`config.mk`:
```
export PLATFORM = sky130hd
export DESIGN_NAME = usb_proxy_top
export DESIGN_NICKNAME = d
export VERILOG_FILES = /design/src/source/usb_proto_pkg.sv /design/src/source/proxy_pkg.sv /design/src/source/usb_proxy_top.sv /design/src/source/link_status.sv /design/src/source/capture_logger.sv /design/src/source/proxy_fsm.sv
export VERILOG_INCLUDE_DIRS = /design/src /design/src/source
export SDC_FILE = /design/constraint.sdc
export NUM_CORES = 1
export LEC_CHECK = 0
export ABC_AREA = 1
export BUFFER_PORTS_ARGS = -buffer_cell sky130_fd_sc_hd__buf_2
export CAP_MARGIN = 20
export CORE_ASPECT_RATIO = 1.25
export CORE_UTILIZATION = 48
export CTS_BUF_LIST = sky130_fd_sc_hd__clkbuf_2 sky130_fd_sc_hd__clkbuf_4 sky130_fd_sc_hd__clkbuf_8
export DETAILED_ROUTE_END_ITERATION = 7
export GPL_ROUTABILITY_DRIVEN = 0
export HOLD_SLACK_MARGIN = 0.06
export PLACE_DENSITY = 0.77
export RECOVER_POWER = 100
export SLEW_MARGIN = 10
export SYNTH_ARGS = -nofsm -noshare
export SYNTH_HDL_FRONTEND = slang
export SYNTH_SLANG_ARGS = --single-unit
```
`constraint.sdc`:
```
create_clock -name clk -period 5.8 [get_ports clk]
set_input_delay 0.29 -clock clk [delete_from_list [all_inputs] [get_ports clk]]
set_output_delay 0.29 -clock clk [all_outputs]
set_load 0.02 [all_outputs]
```
`src/source/usb_proxy_consts.svh`:
```
/* USB proxy constants
   Data, PID and timestamp widths, response timeout and PHY event codes */

`ifndef USB_PROXY_CONSTS_SVH
`define USB_PROXY_CONSTS_SVH

// Datapath widths
`define USB_DATA_W 8
`define USB_PID_W 4
`define TS_W 64

// Cycles spent in a wait state before falling back to idle
`define RESP_TIMEOUT 200

// PHY event interface
`define EVT_W 8
`define EVT_FULL_SPEED 8'd1  // Full speed detected
`define EVT_HIGH_SPEED 8'd2  // Chirp handshake done
`define EVT_LOW_SPEED 8'd3

`endif
```
`src/source/usb_proto_pkg.sv`:
```
/* USB protocol types
   Packet IDs, link speed and traffic direction as seen on the bus */

`include "usb_proxy_consts.svh"

package usb_proto_pkg;

    // Standard PID codes, check bits already stripped by the PHY
    typedef enum logic [`USB_PID_W-1:0] {
        PID_OUT   = 4'b0001,
        PID_IN    = 4'b1001,
        PID_SOF   = 4'b0101,
        PID_SETUP = 4'b1101,
        PID_DATA0 = 4'b0011,
        PID_DATA1 = 4'b1011,
        PID_DATA2 = 4'b0111,
        PID_MDATA = 4'b1111,
        PID_ACK   = 4'b0010,
        PID_NAK   = 4'b1010,
        PID_STALL = 4'b1110,
        PID_NYET  = 4'b0110
    } usb_pid_e;

    typedef enum logic [1:0] {
        SPEED_LOW  = 2'd0,  // Also unknown
        SPEED_FULL = 2'd1,
        SPEED_HIGH = 2'd2
    } usb_speed_e;

    typedef enum logic {
        DIR_H2D = 1'b0,
        DIR_D2H = 1'b1
    } pkt_dir_e;

endpackage

```
`src/source/proxy_pkg.sv`:
```
/* Proxy internal types
   Transaction FSM states and the layout of the log flag byte */

package proxy_pkg;

    typedef enum logic [2:0] {
        ST_IDLE      = 3'd0,
        ST_H2D       = 3'd1,  // Host packet in flight
        ST_WAIT_DEV  = 3'd2,  // Waiting for the device to answer
        ST_D2H       = 3'd3,  // Device packet in flight
        ST_WAIT_HOST = 3'd4,
        ST_SOF_SKIP  = 3'd5   // Swallowing a SOF
    } proxy_state_e;

    // Flag byte stored next to every logged data byte
    typedef struct packed {
        logic [2:0]              pad;
        usb_proto_pkg::usb_pid_e pid;
        usb_proto_pkg::pkt_dir_e dir;  // LSB
    } log_flags_t;

endpackage

```
`src/source/usb_proxy_top.sv`:
```
/* USB proxy top level
   Connects the transaction FSM, the capture logger and the link status block */

`timescale 1ns/1ps

`include "usb_proxy_consts.svh"

module usb_proxy_top (
    input  logic                    clk,
    input  logic                    rst_n,

    // Host side
    input  logic [`USB_DATA_W-1:0]  host_rx_data,
    input  logic                    host_rx_valid,
    input  logic                    host_rx_sop,
    input  logic                    host_rx_eop,
    input  usb_proto_pkg::usb_pid_e host_rx_pid,
    input  logic                    host_rx_crc_valid,
    output logic [`USB_DATA_W-1:0]  host_tx_data,
    output logic                    host_tx_valid,
    output logic                    host_tx_sop,
    output logic                    host_tx_eop,
    output usb_proto_pkg::usb_pid_e host_tx_pid,

    // Device side
    input  logic [`USB_DATA_W-1:0]  device_rx_data,
    input  logic                    device_rx_valid,
    input  logic                    device_rx_sop,
    input  logic                    device_rx_eop,
    input  usb_proto_pkg::usb_pid_e device_rx_pid,
    input  logic                    device_rx_crc_valid,
    output logic [`USB_DATA_W-1:0]  device_tx_data,
    output logic                    device_tx_valid,
    output logic                    device_tx_sop,
    output logic                    device_tx_eop,
    output usb_proto_pkg::usb_pid_e device_tx_pid,

    // Log buffer
    output logic                    buffer_valid,
    output logic [`USB_DATA_W-1:0]  buffer_data,
    output proxy_pkg::log_flags_t   buffer_flags,
    output logic [`TS_W-1:0]        buffer_timestamp,
    input  logic                    buffer_ready,
    input  logic [`TS_W-1:0]        timestamp,

    // PHY monitor and control
    input  logic [1:0]              device_line_state,
    input  logic                    event_valid,
    input  logic [`EVT_W-1:0]       event_type,
    input  logic                    proxy_enable,
    output logic [7:0]              status_register
);

    import usb_proto_pkg::*;

    // Forwarded byte, FSM to logger
    logic                   fwd_valid;
    logic [`USB_DATA_W-1:0] fwd_data;
    logic                   fwd_sop;
    usb_pid_e               fwd_pid;
    pkt_dir_e               fwd_dir;

    usb_proxy_fsm i_usb_proxy_fsm (
        .clk             (clk),
        .rst_n           (rst_n),
        .host_rx_data    (host_rx_data),
        .host_rx_valid   (host_rx_valid),
        .host_rx_sop     (host_rx_sop),
        .host_rx_eop     (host_rx_eop),
        .host_rx_pid     (host_rx_pid),
        .device_rx_data  (device_rx_data),
        .device_rx_valid (device_rx_valid),
        .device_rx_sop   (device_rx_sop),
        .device_rx_eop   (device_rx_eop),
        .device_rx_pid   (device_rx_pid),
        .proxy_enable    (proxy_enable),
        .host_tx_data    (host_tx_data),
        .host_tx_valid   (host_tx_valid),
        .host_tx_sop     (host_tx_sop),
        .host_tx_eop     (host_tx_eop),
        .host_tx_pid     (host_tx_pid),
        .device_tx_data  (device_tx_data),
        .device_tx_valid (device_tx_valid),
        .device_tx_sop   (device_tx_sop),
        .device_tx_eop   (device_tx_eop),
        .device_tx_pid   (device_tx_pid),
        .fwd_valid       (fwd_valid),
        .fwd_data        (fwd_data),
        .fwd_sop         (fwd_sop),
        .fwd_pid         (fwd_pid),
        .fwd_dir         (fwd_dir)
    );

    capture_logger i_capture_logger (
        .clk              (clk),
        .rst_n            (rst_n),
        .fwd_valid        (fwd_valid),
        .fwd_data         (fwd_data),
        .fwd_sop          (fwd_sop),
        .fwd_pid          (fwd_pid),
        .fwd_dir          (fwd_dir),
        .timestamp        (timestamp),
        .buffer_ready     (buffer_ready),
        .buffer_valid     (buffer_valid),
        .buffer_data      (buffer_data),
        .buffer_flags     (buffer_flags),
        .buffer_timestamp (buffer_timestamp)
    );

    link_status i_link_status (
        .clk                 (clk),
        .rst_n               (rst_n),
        .host_rx_valid       (host_rx_valid),
        .host_rx_eop         (host_rx_eop),
        .host_rx_crc_valid   (host_rx_crc_valid),
        .device_rx_valid     (device_rx_valid),
        .device_rx_eop       (device_rx_eop),
        .device_rx_crc_valid (device_rx_crc_valid),
        .device_line_state   (device_line_state),
        .event_valid         (event_valid),
        .event_type          (event_type),
        .proxy_enable        (proxy_enable),
        .status_register     (status_register)
    );

endmodule

```
`src/source/link_status.sv`:
```
/* Link status tracker
   Connection, link speed and sticky CRC error, packed into the status byte */

`timescale 1ns/1ps

`include "usb_proxy_consts.svh"

module link_status (
    input  logic              clk,
    input  logic              rst_n,

    input  logic              host_rx_valid,
    input  logic              host_rx_eop,
    input  logic              host_rx_crc_valid,
    input  logic              device_rx_valid,
    input  logic              device_rx_eop,
    input  logic              device_rx_crc_valid,

    input  logic [1:0]        device_line_state,
    input  logic              event_valid,
    input  logic [`EVT_W-1:0] event_type,
    input  logic              proxy_enable,

    output logic [7:0]        status_register
);

    import usb_proto_pkg::*;

    logic       connected;
    logic       crc_err;
    logic       enable_q;
    usb_speed_e speed;
    logic       crc_bad_now;

    // CRC verdict is only meaningful on the last beat
    assign crc_bad_now = (host_rx_valid && host_rx_eop && !host_rx_crc_valid) ||
                         (device_rx_valid && device_rx_eop && !device_rx_crc_valid);

    always_ff @(posedge clk or negedge rst_n) begin
        if (!rst_n) begin
            connected <= 1'b0;
            crc_err   <= 1'b0;
            enable_q  <= 1'b0;
        end else begin
            connected <= |device_line_state;  // SE0 means detached
            enable_q  <= proxy_enable;
            if (crc_bad_now) begin
                crc_err <= 1'b1;
            end
        end
    end

    ////////////////////////////////////////////////////////////////////////////
    // Speed from PHY events
    ////////////////////////////////////////////////////////////////////////////

    always_ff @(posedge clk or negedge rst_n) begin
        if (!rst_n) begin
            speed <= SPEED_LOW;
        end else if (event_valid) begin
            case (event_type)
                `EVT_FULL_SPEED: speed <= SPEED_FULL;
                `EVT_HIGH_SPEED: speed <= SPEED_HIGH;
                `EVT_LOW_SPEED:  speed <= SPEED_LOW;
                default: ;  // Other events keep the speed
            endcase
        end
    end

    // {speed, 3'b0, enable, crc error, connected}
    assign status_register = {speed, 3'b000, enable_q, crc_err, connected};

    a_crc_sticky: assert property (@(posedge clk) disable iff (!rst_n)
        crc_bad_now |=> status_register[1]);

endmodule

```
`src/source/capture_logger.sv`:
```
/* Traffic capture logger
   Registers forwarded bytes into the log buffer with flags and packet timestamp */

`timescale 1ns/1ps

`include "usb_proxy_consts.svh"

module capture_logger (
    input  logic                    clk,
    input  logic                    rst_n,

    input  logic                    fwd_valid,
    input  logic [`USB_DATA_W-1:0]  fwd_data,
    input  logic                    fwd_sop,
    input  usb_proto_pkg::usb_pid_e fwd_pid,
    input  usb_proto_pkg::pkt_dir_e fwd_dir,

    input  logic [`TS_W-1:0]        timestamp,
    input  logic                    buffer_ready,

    output logic                    buffer_valid,
    output logic [`USB_DATA_W-1:0]  buffer_data,
    output proxy_pkg::log_flags_t   buffer_flags,
    output logic [`TS_W-1:0]        buffer_timestamp
);

    import proxy_pkg::*;

    logic [`TS_W-1:0] pkt_ts;   // Time of the current packet's SOP
    logic             accept;
    log_flags_t       flags_d;

    // Slot must be empty too, a busy slot drops the byte
    assign accept  = fwd_valid && buffer_ready && !buffer_valid;
    assign flags_d = '{pad: 3'b000, pid: fwd_pid, dir: fwd_dir};

    always_ff @(posedge clk or negedge rst_n) begin
        if (!rst_n) begin
            buffer_valid <= 1'b0;
        end else begin
            buffer_valid <= accept;
        end
    end

    always_ff @(posedge clk) begin
        if (fwd_valid && fwd_sop) begin
            pkt_ts <= timestamp;
        end
        if (accept) begin
            buffer_data  <= fwd_data;
            buffer_flags <= flags_d;
            // SOP byte takes the live value, later bytes the latched one
            buffer_timestamp <= fwd_sop ? timestamp : pkt_ts;
        end
    end

    a_valid_single: assert property (@(posedge clk) disable iff (!rst_n)
        buffer_valid |=> !buffer_valid);

endmodule

```
`src/source/proxy_fsm.sv`:
```
/* USB proxy transaction FSM
   Follows host packet, device response and host turnaround, and forwards
   the active side with zero latency */

`timescale 1ns/1ps

`include "usb_proxy_consts.svh"

module usb_proxy_fsm (
    input  logic                    clk,
    input  logic                    rst_n,

    input  logic [`USB_DATA_W-1:0]  host_rx_data,
    input  logic                    host_rx_valid,
    input  logic                    host_rx_sop,
    input  logic                    host_rx_eop,
    input  usb_proto_pkg::usb_pid_e host_rx_pid,

    input  logic [`USB_DATA_W-1:0]  device_rx_data,
    input  logic                    device_rx_valid,
    input  logic                    device_rx_sop,
    input  logic                    device_rx_eop,
    input  usb_proto_pkg::usb_pid_e device_rx_pid,

    input  logic                    proxy_enable,

    output logic [`USB_DATA_W-1:0]  host_tx_data,
    output logic                    host_tx_valid,
    output logic                    host_tx_sop,
    output logic                    host_tx_eop,
    output usb_proto_pkg::usb_pid_e host_tx_pid,

    output logic [`USB_DATA_W-1:0]  device_tx_data,
    output logic                    device_tx_valid,
    output logic                    device_tx_sop,
    output logic                    device_tx_eop,
    output usb_proto_pkg::usb_pid_e device_tx_pid,

    output logic                    fwd_valid,
    output logic [`USB_DATA_W-1:0]  fwd_data,
    output logic                    fwd_sop,
    output usb_proto_pkg::usb_pid_e fwd_pid,
    output usb_proto_pkg::pkt_dir_e fwd_dir
);

    import usb_proto_pkg::*;
    import proxy_pkg::*;

    localparam int unsigned TO_W = $clog2(`RESP_TIMEOUT);
    localparam logic [TO_W-1:0] TO_LAST = TO_W'(`RESP_TIMEOUT - 1);

    proxy_state_e   state;
    proxy_state_e   state_d;
    logic [TO_W-1:0] wait_cnt;
    usb_pid_e       pkt_pid;    // PID of the packet in flight

    logic host_sop_ok;
    logic host_is_sof;
    logic dev_sop_ok;
    logic host_fwd;
    logic dev_fwd;
    logic in_wait;

    ////////////////////////////////////////////////////////////////////////////
    // Start of packet acceptance
    ////////////////////////////////////////////////////////////////////////////

    assign host_sop_ok = proxy_enable && host_rx_valid && host_rx_sop &&
                         (state == ST_IDLE || state == ST_WAIT_HOST);
    assign host_is_sof = (host_rx_pid == PID_SOF);

    // Host wins a tie in idle
    assign dev_sop_ok = device_rx_valid && device_rx_sop &&
                        ((state == ST_IDLE && proxy_enable && !host_sop_ok) ||
                         state == ST_WAIT_DEV);

    assign host_fwd = (host_sop_ok && !host_is_sof) || (state == ST_H2D && host_rx_valid);
    assign dev_fwd  = dev_sop_ok || (state == ST_D2H && device_rx_valid);

    assign in_wait = (state == ST_WAIT_DEV) || (state == ST_WAIT_HOST);

    ////////////////////////////////////////////////////////////////////////////
    // Transaction state
    ////////////////////////////////////////////////////////////////////////////

    always_comb begin
        state_d = state;
        if (host_sop_ok) begin
            if (host_is_sof) begin
                state_d = host_rx_eop ? ST_IDLE : ST_SOF_SKIP;
            end else begin
                state_d = host_rx_eop ? ST_WAIT_DEV : ST_H2D;
            end
        end else if (dev_sop_ok) begin
            state_d = device_rx_eop ? ST_WAIT_HOST : ST_D2H;
        end else begin
            case (state)
                ST_IDLE: ;
                ST_H2D: if (host_rx_valid && host_rx_eop) state_d = ST_WAIT_DEV;
                ST_D2H: if (device_rx_valid && device_rx_eop) state_d = ST_WAIT_HOST;
                ST_WAIT_DEV, ST_WAIT_HOST: begin
                    if (wait_cnt == TO_LAST) state_d = ST_IDLE;  // Nobody answered
                end
                ST_SOF_SKIP: if (host_rx_valid && host_rx_eop) state_d = ST_IDLE;
                default: state_d = ST_IDLE;
            endcase
        end
    end

    always_ff @(posedge clk or negedge rst_n) begin
        if (!rst_n) begin
            state    <= ST_IDLE;
            wait_cnt <= '0;
        end else begin
            state <= state_d;
            // Restarts on every entry into a wait state
            if (in_wait && state_d == state) begin
                wait_cnt <= wait_cnt + 1'b1;
            end else begin
                wait_cnt <= '0;
            end
        end
    end

    always_ff @(posedge clk) begin
        if (host_sop_ok) begin
            pkt_pid <= host_rx_pid;
        end else if (dev_sop_ok) begin
            pkt_pid <= device_rx_pid;
        end
    end

    ////////////////////////////////////////////////////////////////////////////
    // Forwarding paths
    ////////////////////////////////////////////////////////////////////////////

    assign device_tx_data  = host_rx_data;
    assign device_tx_valid = host_fwd;
    assign device_tx_sop   = host_fwd && host_rx_sop;
    assign device_tx_eop   = host_fwd && host_rx_eop;
    assign device_tx_pid   = host_rx_pid;

    assign host_tx_data  = device_rx_data;
    assign host_tx_valid = dev_fwd;
    assign host_tx_sop   = dev_fwd && device_rx_sop;
    assign host_tx_eop   = dev_fwd && device_rx_eop;
    assign host_tx_pid   = device_rx_pid;

    // One copy of the forwarded byte for the logger
    assign fwd_valid = host_fwd || dev_fwd;
    assign fwd_dir   = dev_fwd ? DIR_D2H : DIR_H2D;
    assign fwd_data  = dev_fwd ? device_rx_data : host_rx_data;
    assign fwd_sop   = dev_fwd ? device_rx_sop : host_rx_sop;
    assign fwd_pid   = host_sop_ok ? host_rx_pid :
                       dev_sop_ok  ? device_rx_pid : pkt_pid;

    // Half duplex bus, only one side may be driven
    a_one_tx_side: assert property (@(posedge clk) disable iff (!rst_n)
        !(host_tx_valid && device_tx_valid));

endmodule

```
==> results of run 1 <==
synthesized netlist by cell type:
| cell type | instances | share of area (%) |
|---|---|---|
| a21boi_0 | 2 | 0.23 |
| a21oi_1 | 1 | 0.076 |
| a31oi_1 | 4 | 0.38 |
| buf_2 | 2 | 0.15 |
| buf_4 | 39 | 4.4 |
| buf_6 | 8 | 1.4 |
| conb_1 | 1 | 0.057 |
| dfrtp_1 | 17 | 6.4 |
| dfxtp_1 | 4 | 1.2 |
| edfxtp_1 | 141 | 64 |
| ha_1 | 1 | 0.19 |
| inv_1 | 15 | 0.85 |
| inv_2 | 3 | 0.17 |
| inv_4 | 1 | 0.095 |
| nand2_1 | 254 | 14 |
| nand2_2 | 2 | 0.19 |
| nand2_4 | 2 | 0.34 |
| nand3_1 | 15 | 1.1 |
| nand3_2 | 1 | 0.15 |
| nand3b_1 | 2 | 0.23 |
| nand4_1 | 2 | 0.19 |
| nor2_1 | 33 | 1.9 |
| nor2_2 | 1 | 0.095 |
| nor4_1 | 1 | 0.095 |
| o211a_1 | 1 | 0.15 |
| o21ai_0 | 4 | 0.30 |
| o21ai_1 | 1 | 0.076 |
| o21bai_1 | 1 | 0.11 |
| or2_2 | 1 | 0.095 |
| or3b_1 | 1 | 0.13 |
| xnor2_1 | 1 | 0.13 |
| xor2_1 | 5 | 0.66 |
kinds of logic after synthesis:
kind of cell | after synthesis | share of synthesized area [%]
DFF | 162 | 71.6
and+or+nand+nor | 315 | 18.9
AOI/OAI and AO/OA | 14 | 1.32
other | 1 | 0.0567
adders and majority gates | 1 | 0.189
xor gates and xnor gates | 6 | 0.794
buffers and inverters | 68 | 7.06
report_power, final:
part | total [mW] | switching (mW) | internal, mW
combinational | 0.755 | 0.548 | 0.206
clock | 0.874 | 0.429 | 0.445
sequential | 1.62 | 0.0628 | 1.55
routing by layer:
metal | track usage [%] | wire length, um
met2 | 36.5 | 7170
met1 | 24.0 | 5790
met4 | 6.62 | 338
met3 | 4.65 | 873
met5 | 0 | 0
layout by cell type, fill, tap and decap left out, types with 3 or more instances in the layout:
cell	n
clkbuf_8	17
dfxtp_1	4
bufinv_16	3
nor2_1	32
a31oi_1	4
conb_1	6
dlygate4sd3_1	69
xor2_1	5
o21ai_0	5
buf_2	49
clkbuf_1	172
clkinv_4	3
edfxtp_1	141
inv_6	4
nand2_1	257
inv_1	15
clkbuf_2	3
nand3_1	16
dfrtp_1	17
sequential cells by signal, summed over array words and instances, names as in the netlist:
name,count
i_capture_logger.buffer_timestamp,64
i_usb_proxy_fsm.state,3
i_link_status.crc_err,1
i_link_status.speed,2
i_capture_logger.buffer_valid,1
i_link_status.connected,1
i_capture_logger.buffer_data,8
i_capture_logger.pkt_ts,64
i_usb_proxy_fsm.pkt_pid,4
i_link_status.enable_q,1
i_usb_proxy_fsm.wait_cnt,8
i_capture_logger.buffer_flags,5
stage by stage:
stage               area, um2  cells  utilization, %  power (mW)
floorplan                6630    572               -        2.20
global placement         7600    920            57.0        2.38
detailed placement       7600    920            57.0        2.40
CTS                      8720   1020            65.3        3.30
global route             8490   1021            63.6        3.42
finish                   8490   1021            63.6        3.24
final cells by class:
cell class	count	area share (%)
Multi-Input combinational cell	342	16.6
Inverter	19	0.869
Clock buffer	18	2.84
Clock inverter	14	2.34
Timing Repair Buffer	295	19.0
Tap cell	171	2.52
Sequential cell	162	55.8
final timing paths:
kind | slack (ns) | from | cells after the start | endpoint
setup / recovery | 1.32 | proxy_enable | 14 | i_capture_logger.pkt_ts[5]
hold / removal | 0.08 | event_type[0] | 2 | i_link_status.speed[1]
setup reg to reg | 1.37 | i_usb_proxy_fsm.state[2] | 12 | i_capture_logger.pkt_ts[5]
hold reg to reg | 0.48 | i_usb_proxy_fsm.wait_cnt[0] | 1 | i_usb_proxy_fsm.wait_cnt[0]
max in group asynchronous | 4.69 | rst_n | 2 | i_capture_logger.buffer_valid
min in group asynchronous | 0.51 | rst_n | 2 | i_link_status.connected
what timing repair did:
item | in CTS | in global routing
resized for setup | 0 | 0
hold buffers | 68 | 1
endpoints found under the hold margin | 83 | 1
setup buffers | 0 | 0
==> metrics, run 1 <==
total track usage=20.4%; vias per cell=4.65; Final HPWL DP=9.40 mm; Core Area=0.0133 mm2; worst slew pin tran=1.39 ns; maximum level of the CTS H-tree=4; starting density of the core=49.6%; grt total ovfl=0; Die ar.=0.0143 mm2; Final ANT Viol Nets=0; final hold violations=0; sequential cell area=0.00474 mm2; number of synthesized register bits=162; Worst Hold Margin=0.0828 ns; crit path capture type=flip-flop; Clock Pin Slew Worst Setup and Hold Paths=0.09 ns; Critical Path Source Type=input port; crit share post-route=77.3%; status=complete, no violations; multi-input logic area=0.00141 mm2; Syn Std Cell Area=0.00662 mm2; post-layout min period=4.48 ns; crit path kind=in -> reg; CTS tree=built; worst slack, placed=1.92 ns; IO buf count=223; RSZ-0062 raised after global routing=no; Top Family by Delay on Critical Path=buffers and inverters; share of cells above drive strength 1=11.1%; Mapped Cells=567; setup TNS=0 ns; syn_area_per_cell=11.7 um2; clk_lat worst skew=0.44 ns; Seq/Total Area, Yosys=71.6%; CTS max path bufs=2; CP Max Fanout=65; Synth Warn #=0; final setup fails=0; largest net degree at the start of global routing=66; Vias=4750; ANT cells=0; global-route wire length before repair=22.1 mm; Fmax achieved=223 MHz; PwrDens=382 mW/mm2; CP max stage cell=inv_2; Nets=949; DR WL/cell=13.9 um; router iterations before antenna repair=4; crit-path max cell delay=0.61 ns; Ports=230; crit-path most repeated cell=nand2_1; Critical Path RT=5.86 ns; row count=47; CP arrival=4.54 ns; Root Driver=clkbuf_8; Peak VDD IR=0.000170 V; synth unique cells=32; vias in the first global route=4573; Synth-to-Final Area Change=28.4%; initial antenna violation count=0; Max-cap violations=0; clock sinks=162; Fillers=1105; Hold Crit Class=in -> reg; CP cell instances=dlygate4sd3_1 > clkbuf_1 > nand3_1 > nand3_1 > nand2_1 > nand2_1 > nand2_1 > clkinvlp_2 > nand2_1 > nand2_2 > buf_4 > inv_2 > nor2_4 > buf_4; Final Skew=0.0159 ns; relative slew slack=6.91%; Slew Viols, Final=0; DRC errors left=0; worst setup margin=1.32 ns; DRC violation total after the first TritonRoute iteration=229; Die Height=133 um; CTS buffer count=17; drt total wl=14.2 mm; chip width=107 um; Crit path buffers/inverters=6; Pleak=3.46 nW
(Power assumes the default switching activity.)
==> run 2, diff against run 1 <==
==> constraint.sdc (replaced) <==
create_clock -name clk -period 4.3 [get_ports clk]
set_input_delay 0.215 -clock clk [delete_from_list [all_inputs] [get_ports clk]]
set_output_delay 0.215 -clock clk [all_outputs]
set_load 0.02 [all_outputs]
==> metrics, run 2 (synthesis results as in run 1) <==
CTS tree=built; reg2reg setup slack=0.96 ns; maximum level of the CTS H-tree=4; Synth-to-Final Area Change=32.2%; chip width=107 um; Ports=230; relative slew slack=36.3%; min-delay src=event_type[3]; Core Area=0.0133 mm2; Fmax achieved=299 MHz; commonest non-fill, non-tap cell in the layout=nand2_1; row count=47; clk_lat worst skew=0.44 ns; Fillers=1077; Hold Crit Class=in -> reg; router iterations before antenna repair=5; hold buffer count at CTS=96; internal power=2.95 mW; Post-DP Area=0.00762 mm2; Peak VDD IR=0.000261 V; clock power share=25.4%; Critical Path Source Type=input port; PwrDens=500 mW/mm2; final hold violations=0; drt total wl=14.8 mm; setup TNS=0 ns; DRC violation total after the first TritonRoute iteration=256; crit path kind=in -> reg; hold path depth=4; crit-path most repeated cell=nand2_1; CP cell instances=dlygate4sd3_1 > clkbuf_1 > inv_1 > nor2_1 > nand3_1 > nand2_1 > nand2_1 > nand2_1 > nor2_1 > or3b_1 > clkinv_2 > clkbuf_2; origin of the critical flop-to-flop path=i_usb_proxy_fsm.state[1]; DRC errors left=0; vias per cell=4.80; starting density of the core=49.6%; Die ar.=0.0143 mm2; DR WL/cell=14.1 um; status=complete, no violations; commonest cells after routing, fill and taps aside=258 x nand2_1, 170 x clkbuf_1, 141 x edfxtp_1; initial antenna violation count=0; grt total ovfl=0; Vias=5042; CTS buffer count=17; global-route wire length before repair=23.1 mm; Max-cap violations=0; Pleak=3.59 nW; share of cells above drive strength 1=10.8%; Final ANT Viol Nets=0; Core Util, Final=65.5%; crit path capture type=flip-flop; Worst R2R Path Depth=9; CP arrival=3.42 ns; RSZ-0062 raised after global routing=no; crit-path max cell delay=0.62 ns; largest net degree at the start of global routing=65; worst setup margin=0.953 ns; crit share post-route=77.8%; worst slack, placed=1.55 ns; Final Skew=0.0118 ns; IO buf count=223; total track usage=21.3%; ANT cells=0; CTS max path bufs=2; P_sw=1.42 mW; vias in the first global route=4841; Hold EP=i_link_status.speed[0]; clock sinks=162; CP Max Fanout=33; Die Height=133 um; final setup fails=0; post_cts resized=0; post-layout min period=3.35 ns; Root Driver=clkbuf_8; Sequential Power Share=49.6%; CP max stage cell=clkbuf_2; worst slew pin tran=0.956 ns; post-CTS setup buffers=0; CP startpoint=proxy_enable; Final HPWL DP=9.56 mm; Slew Viols, Final=0; largest registers=i_capture_logger.buffer_timestamp x64, i_capture_logger.pkt_ts x64; Nets=979; Critical Path RT=4.38 ns; switching share of power=32.5%; Clock Pin Slew Worst Setup and Hold Paths=0.09 ns; share of total power in combinational logic=25.0%; critical register-to-register path endpoint=i_capture_logger.buffer_timestamp[21]; Final Cell Area=0.00875 mm2
## run 2: cell types whose count changed in the layout (fill, tap and decap cells not counted), moves of 2 or more
cell           before  now
buf_2              49   53
buf_4               2    5
clkbuf_1          172  170
clkbuf_2            3    1
dlygate4sd3_1      69   96
## run 2: power by group through the flow
stage	Clock (mW)	Sequential, mW	Combinational, mW
3_3_place_gp	0	2.19	1.03
5_1_grt	1.20	2.20	1.21
6_report	1.11	2.17	1.09
4_1_cts	1.15	2.17	1.15
2_1_floorplan	0	2.36	0.597
3_5_place_dp	0	2.20	1.05
## run 2: through the flow
stage | hold slack, ns | total power, mW | std cells
after floorplan | -0.0806 | 2.96 | 572
after global placement | 0.156 | 3.22 | 923
after detailed placement | 0.157 | 3.25 | 923
after CTS | 0.0622 | 4.47 | 1050
after global routing | 0.0884 | 4.61 | 1050
final | 0.0987 | 4.37 | 1050
## run 2: worst max-delay path by stage
stage                     slack (ns)  cells after the start                                     to
after global placement          1.59                      9   i_capture_logger.buffer_timestamp[9]
after global routing            0.65                      9  i_capture_logger.buffer_timestamp[20]
after detailed placement        1.55                      9  i_capture_logger.buffer_timestamp[26]
after floorplan                 0.84                      8        i_capture_logger.buffer_data[0]
after CTS                       1.52                      9  i_capture_logger.buffer_timestamp[20]
final                           0.95                     12  i_capture_logger.buffer_timestamp[21]
## run 2: layout make-up
class	instances	area (um2)	area share [%]
Clock buffer	17	234	2.67
Clock inverter	14	173	1.97
Inverter	19	73.8	0.844
Multi-Input combinational cell	342	1410	16.1
Sequential cell	162	4740	54.2
Tap cell	171	214	2.45
Timing Repair Buffer	325	1910	21.8
## run 2: per-layer routing
metal	global-route usage [%]	up-vias	routed length, um	share of wire, %
met4	8.14	0	288	1.9
met5	0	-	0	0
met2	36.7	269	7500	51
li1	-	2435	-	-
met3	4.84	32	1190	8.1
met1	25.8	2306	5800	39
## run 2: worst max-delay path, delay by kind of cell
kind,cells,cell delay [ns]
buffers and inverters,5,1.77
AND/OR/NAND/NOR,7,1.41
==> run 3, diff against run 2 <==
==> constraint.sdc (replaced) <==
create_clock -name clk -period 3.5 [get_ports clk]
set_input_delay 0.175 -clock clk [delete_from_list [all_inputs] [get_ports clk]]
set_output_delay 0.175 -clock clk [all_outputs]
set_load 0.02 [all_outputs]
==> metrics, run 3 (synthesis results as in run 1) <==
router iterations before antenna repair=4; relative slew slack=38.3%; Core Area=0.0133 mm2; share of total power in combinational logic=25.9%; Synth-to-Final Area Change=32.8%; status=complete, no violations; Hold Crit Class=in -> reg; grt total ovfl=0; CP max stage cell=dfrtp_1; Critical Path RT=3.58 ns; DRC violation total after the first TritonRoute iteration=265; final setup fails=0; Crit path buffers/inverters=2; row count=47; post-layout min period=2.64 ns; commonest non-fill, non-tap cell in the layout=nand2_1; Final HPWL DP=9.51 mm; maximum level of the CTS H-tree=4; Die ar.=0.0143 mm2; post-CTS setup buffers=0; Critical Path Source Type=flip-flop; CP cell instances=nor2_1 > nand3_1 > nand2_1 > nand2_4 > nand2_1 > nor2_1 > or3b_1 > clkinvlp_2 > buf_12; starting density of the core=49.6%; Clock Pin Slew Worst Setup and Hold Paths=0.09 ns; CP arrival=2.72 ns; commonest cells after routing, fill and taps aside=257 x nand2_1, 171 x clkbuf_1, 141 x edfxtp_1; Nets=981; worst slew pin tran=0.925 ns; switching share of power=33.8%; CP Max Fanout=78; final hold violations=0; total track usage=22.3%; CTS tree=built; Sequential Power Share=50.1%; setup TNS=0 ns; internal power=3.54 mW; Top Family by Delay on Critical Path=simple AND/OR/NAND/NOR gates; drt total wl=15.6 mm; clock sinks=162; Vias=5078; DR WL/cell=14.8 um; Pleak=3.59 nW; vias per cell=4.82; global-route wire length before repair=24.3 mm; Core Util, Final=65.8%; Peak VDD IR=0.000458 V; Die Height=133 um; Tot Pwr=5.35 mW; IO buf count=223; P_sw=1.80 mW; Root Driver=clkbuf_8; DRC errors left=0; Final ANT Viol Nets=0; Ports=230; CTS buffer count=17; clock power share=24.1%; clk_lat worst skew=0.43 ns; crit path capture type=flip-flop; Slew Viols, Final=0; largest net degree at the start of global routing=79; initial antenna violation count=0; chip width=107 um; crit path kind=reg -> reg; Max-cap violations=0; largest registers=i_capture_logger.buffer_timestamp x64, i_capture_logger.pkt_ts x64; PwrDens=609 mW/mm2; Final Skew=0.0150 ns; Worst Hold Margin=0.168 ns; RSZ-0062 raised after global routing=no; crit-path max cell delay=0.45 ns; crit share post-route=75.4%; vias in the first global route=5241; Fmax achieved=379 MHz; share of cells above drive strength 1=10.5%; CTS max path bufs=2; ANT cells=0
## run 3: changes by cell type in the layout (fill, tap and decap cells not counted), sizes merged
cell / before / now
clkinvlp: 3 / 5
inv: 23 / 24
clkinv: 5 / 4
clkbuf: 188 / 190
bufinv: 2 / 0
buf: 58 / 55
dlygate4sd3: 96 / 100
## run 3: worst reg2reg max path: cells and delay by family, from the launching register on
family | cells | cell delay (ns)
and+or+nand+nor | 7 | 1.29
buffers and inverters | 2 | 0.44
DFF | 1 | 0.45
## run 3: worst paths after layout
check                                       startpoint                               endpoint  slack [ns]  cells after the start
max in group asynchronous                        rst_n            i_usb_proxy_fsm.wait_cnt[2]        2.54                      2
min in group asynchronous                        rst_n                  i_link_status.crc_err        0.38                      2
max reg2reg                   i_usb_proxy_fsm.state[1]  i_capture_logger.buffer_timestamp[62]        0.86                      9
min                                     host_rx_pid[3]       i_capture_logger.buffer_flags[4]        0.17                      3
min reg2reg                i_usb_proxy_fsm.wait_cnt[0]            i_usb_proxy_fsm.wait_cnt[0]        0.50                      1
max                           i_usb_proxy_fsm.state[1]  i_capture_logger.buffer_timestamp[62]        0.86                      9
## run 3: cell type report
class | instances | area [um2]
fillers | 1134 | 4570
well taps | 171 | 214
repair buffers | 327 | 1960
inverters | 19 | 75.1
multi-input cells | 342 | 1410
clock buffers | 18 | 241
flip-flops and latches | 162 | 4740
clock inverters | 14 | 148
## run 3: stage by stage
stage,area [um2],cells,setup WS (ns)
2_1_floorplan,6640,572,0.0416
3_3_place_gp,7630,921,1.23
3_5_place_dp,7630,921,1.16
4_1_cts,9020,1053,1.14
5_1_grt,8780,1053,0.565
6_report,8780,1053,0.860
## run 3: power groups by stage
stage	clock [mW]	combinational, mW	sequential [mW]
2_1_floorplan	0	0.733	2.90
3_3_place_gp	0	1.28	2.70
3_5_place_dp	0	1.31	2.71
4_1_cts	1.32	1.46	2.67
5_1_grt	1.40	1.53	2.70
6_report	1.29	1.38	2.68
## run 3: what timing repair did
action	CTS	global route
gates resized for setup	0	0
setup endpoints to repair	0	0
hold buffers	100	0
endpoints found under the hold margin	163	0
## run 3: routing by layer
layer / part of all wire, % / up-vias / global-route usage, %
li1: - / 2441 / -
met5: 0 / - / 0
met1: 38 / 2364 / 24.9
met4: 1.8 / 0 / 8.07
met2: 54 / 248 / 41.3
met3: 6.1 / 25 / 4.94
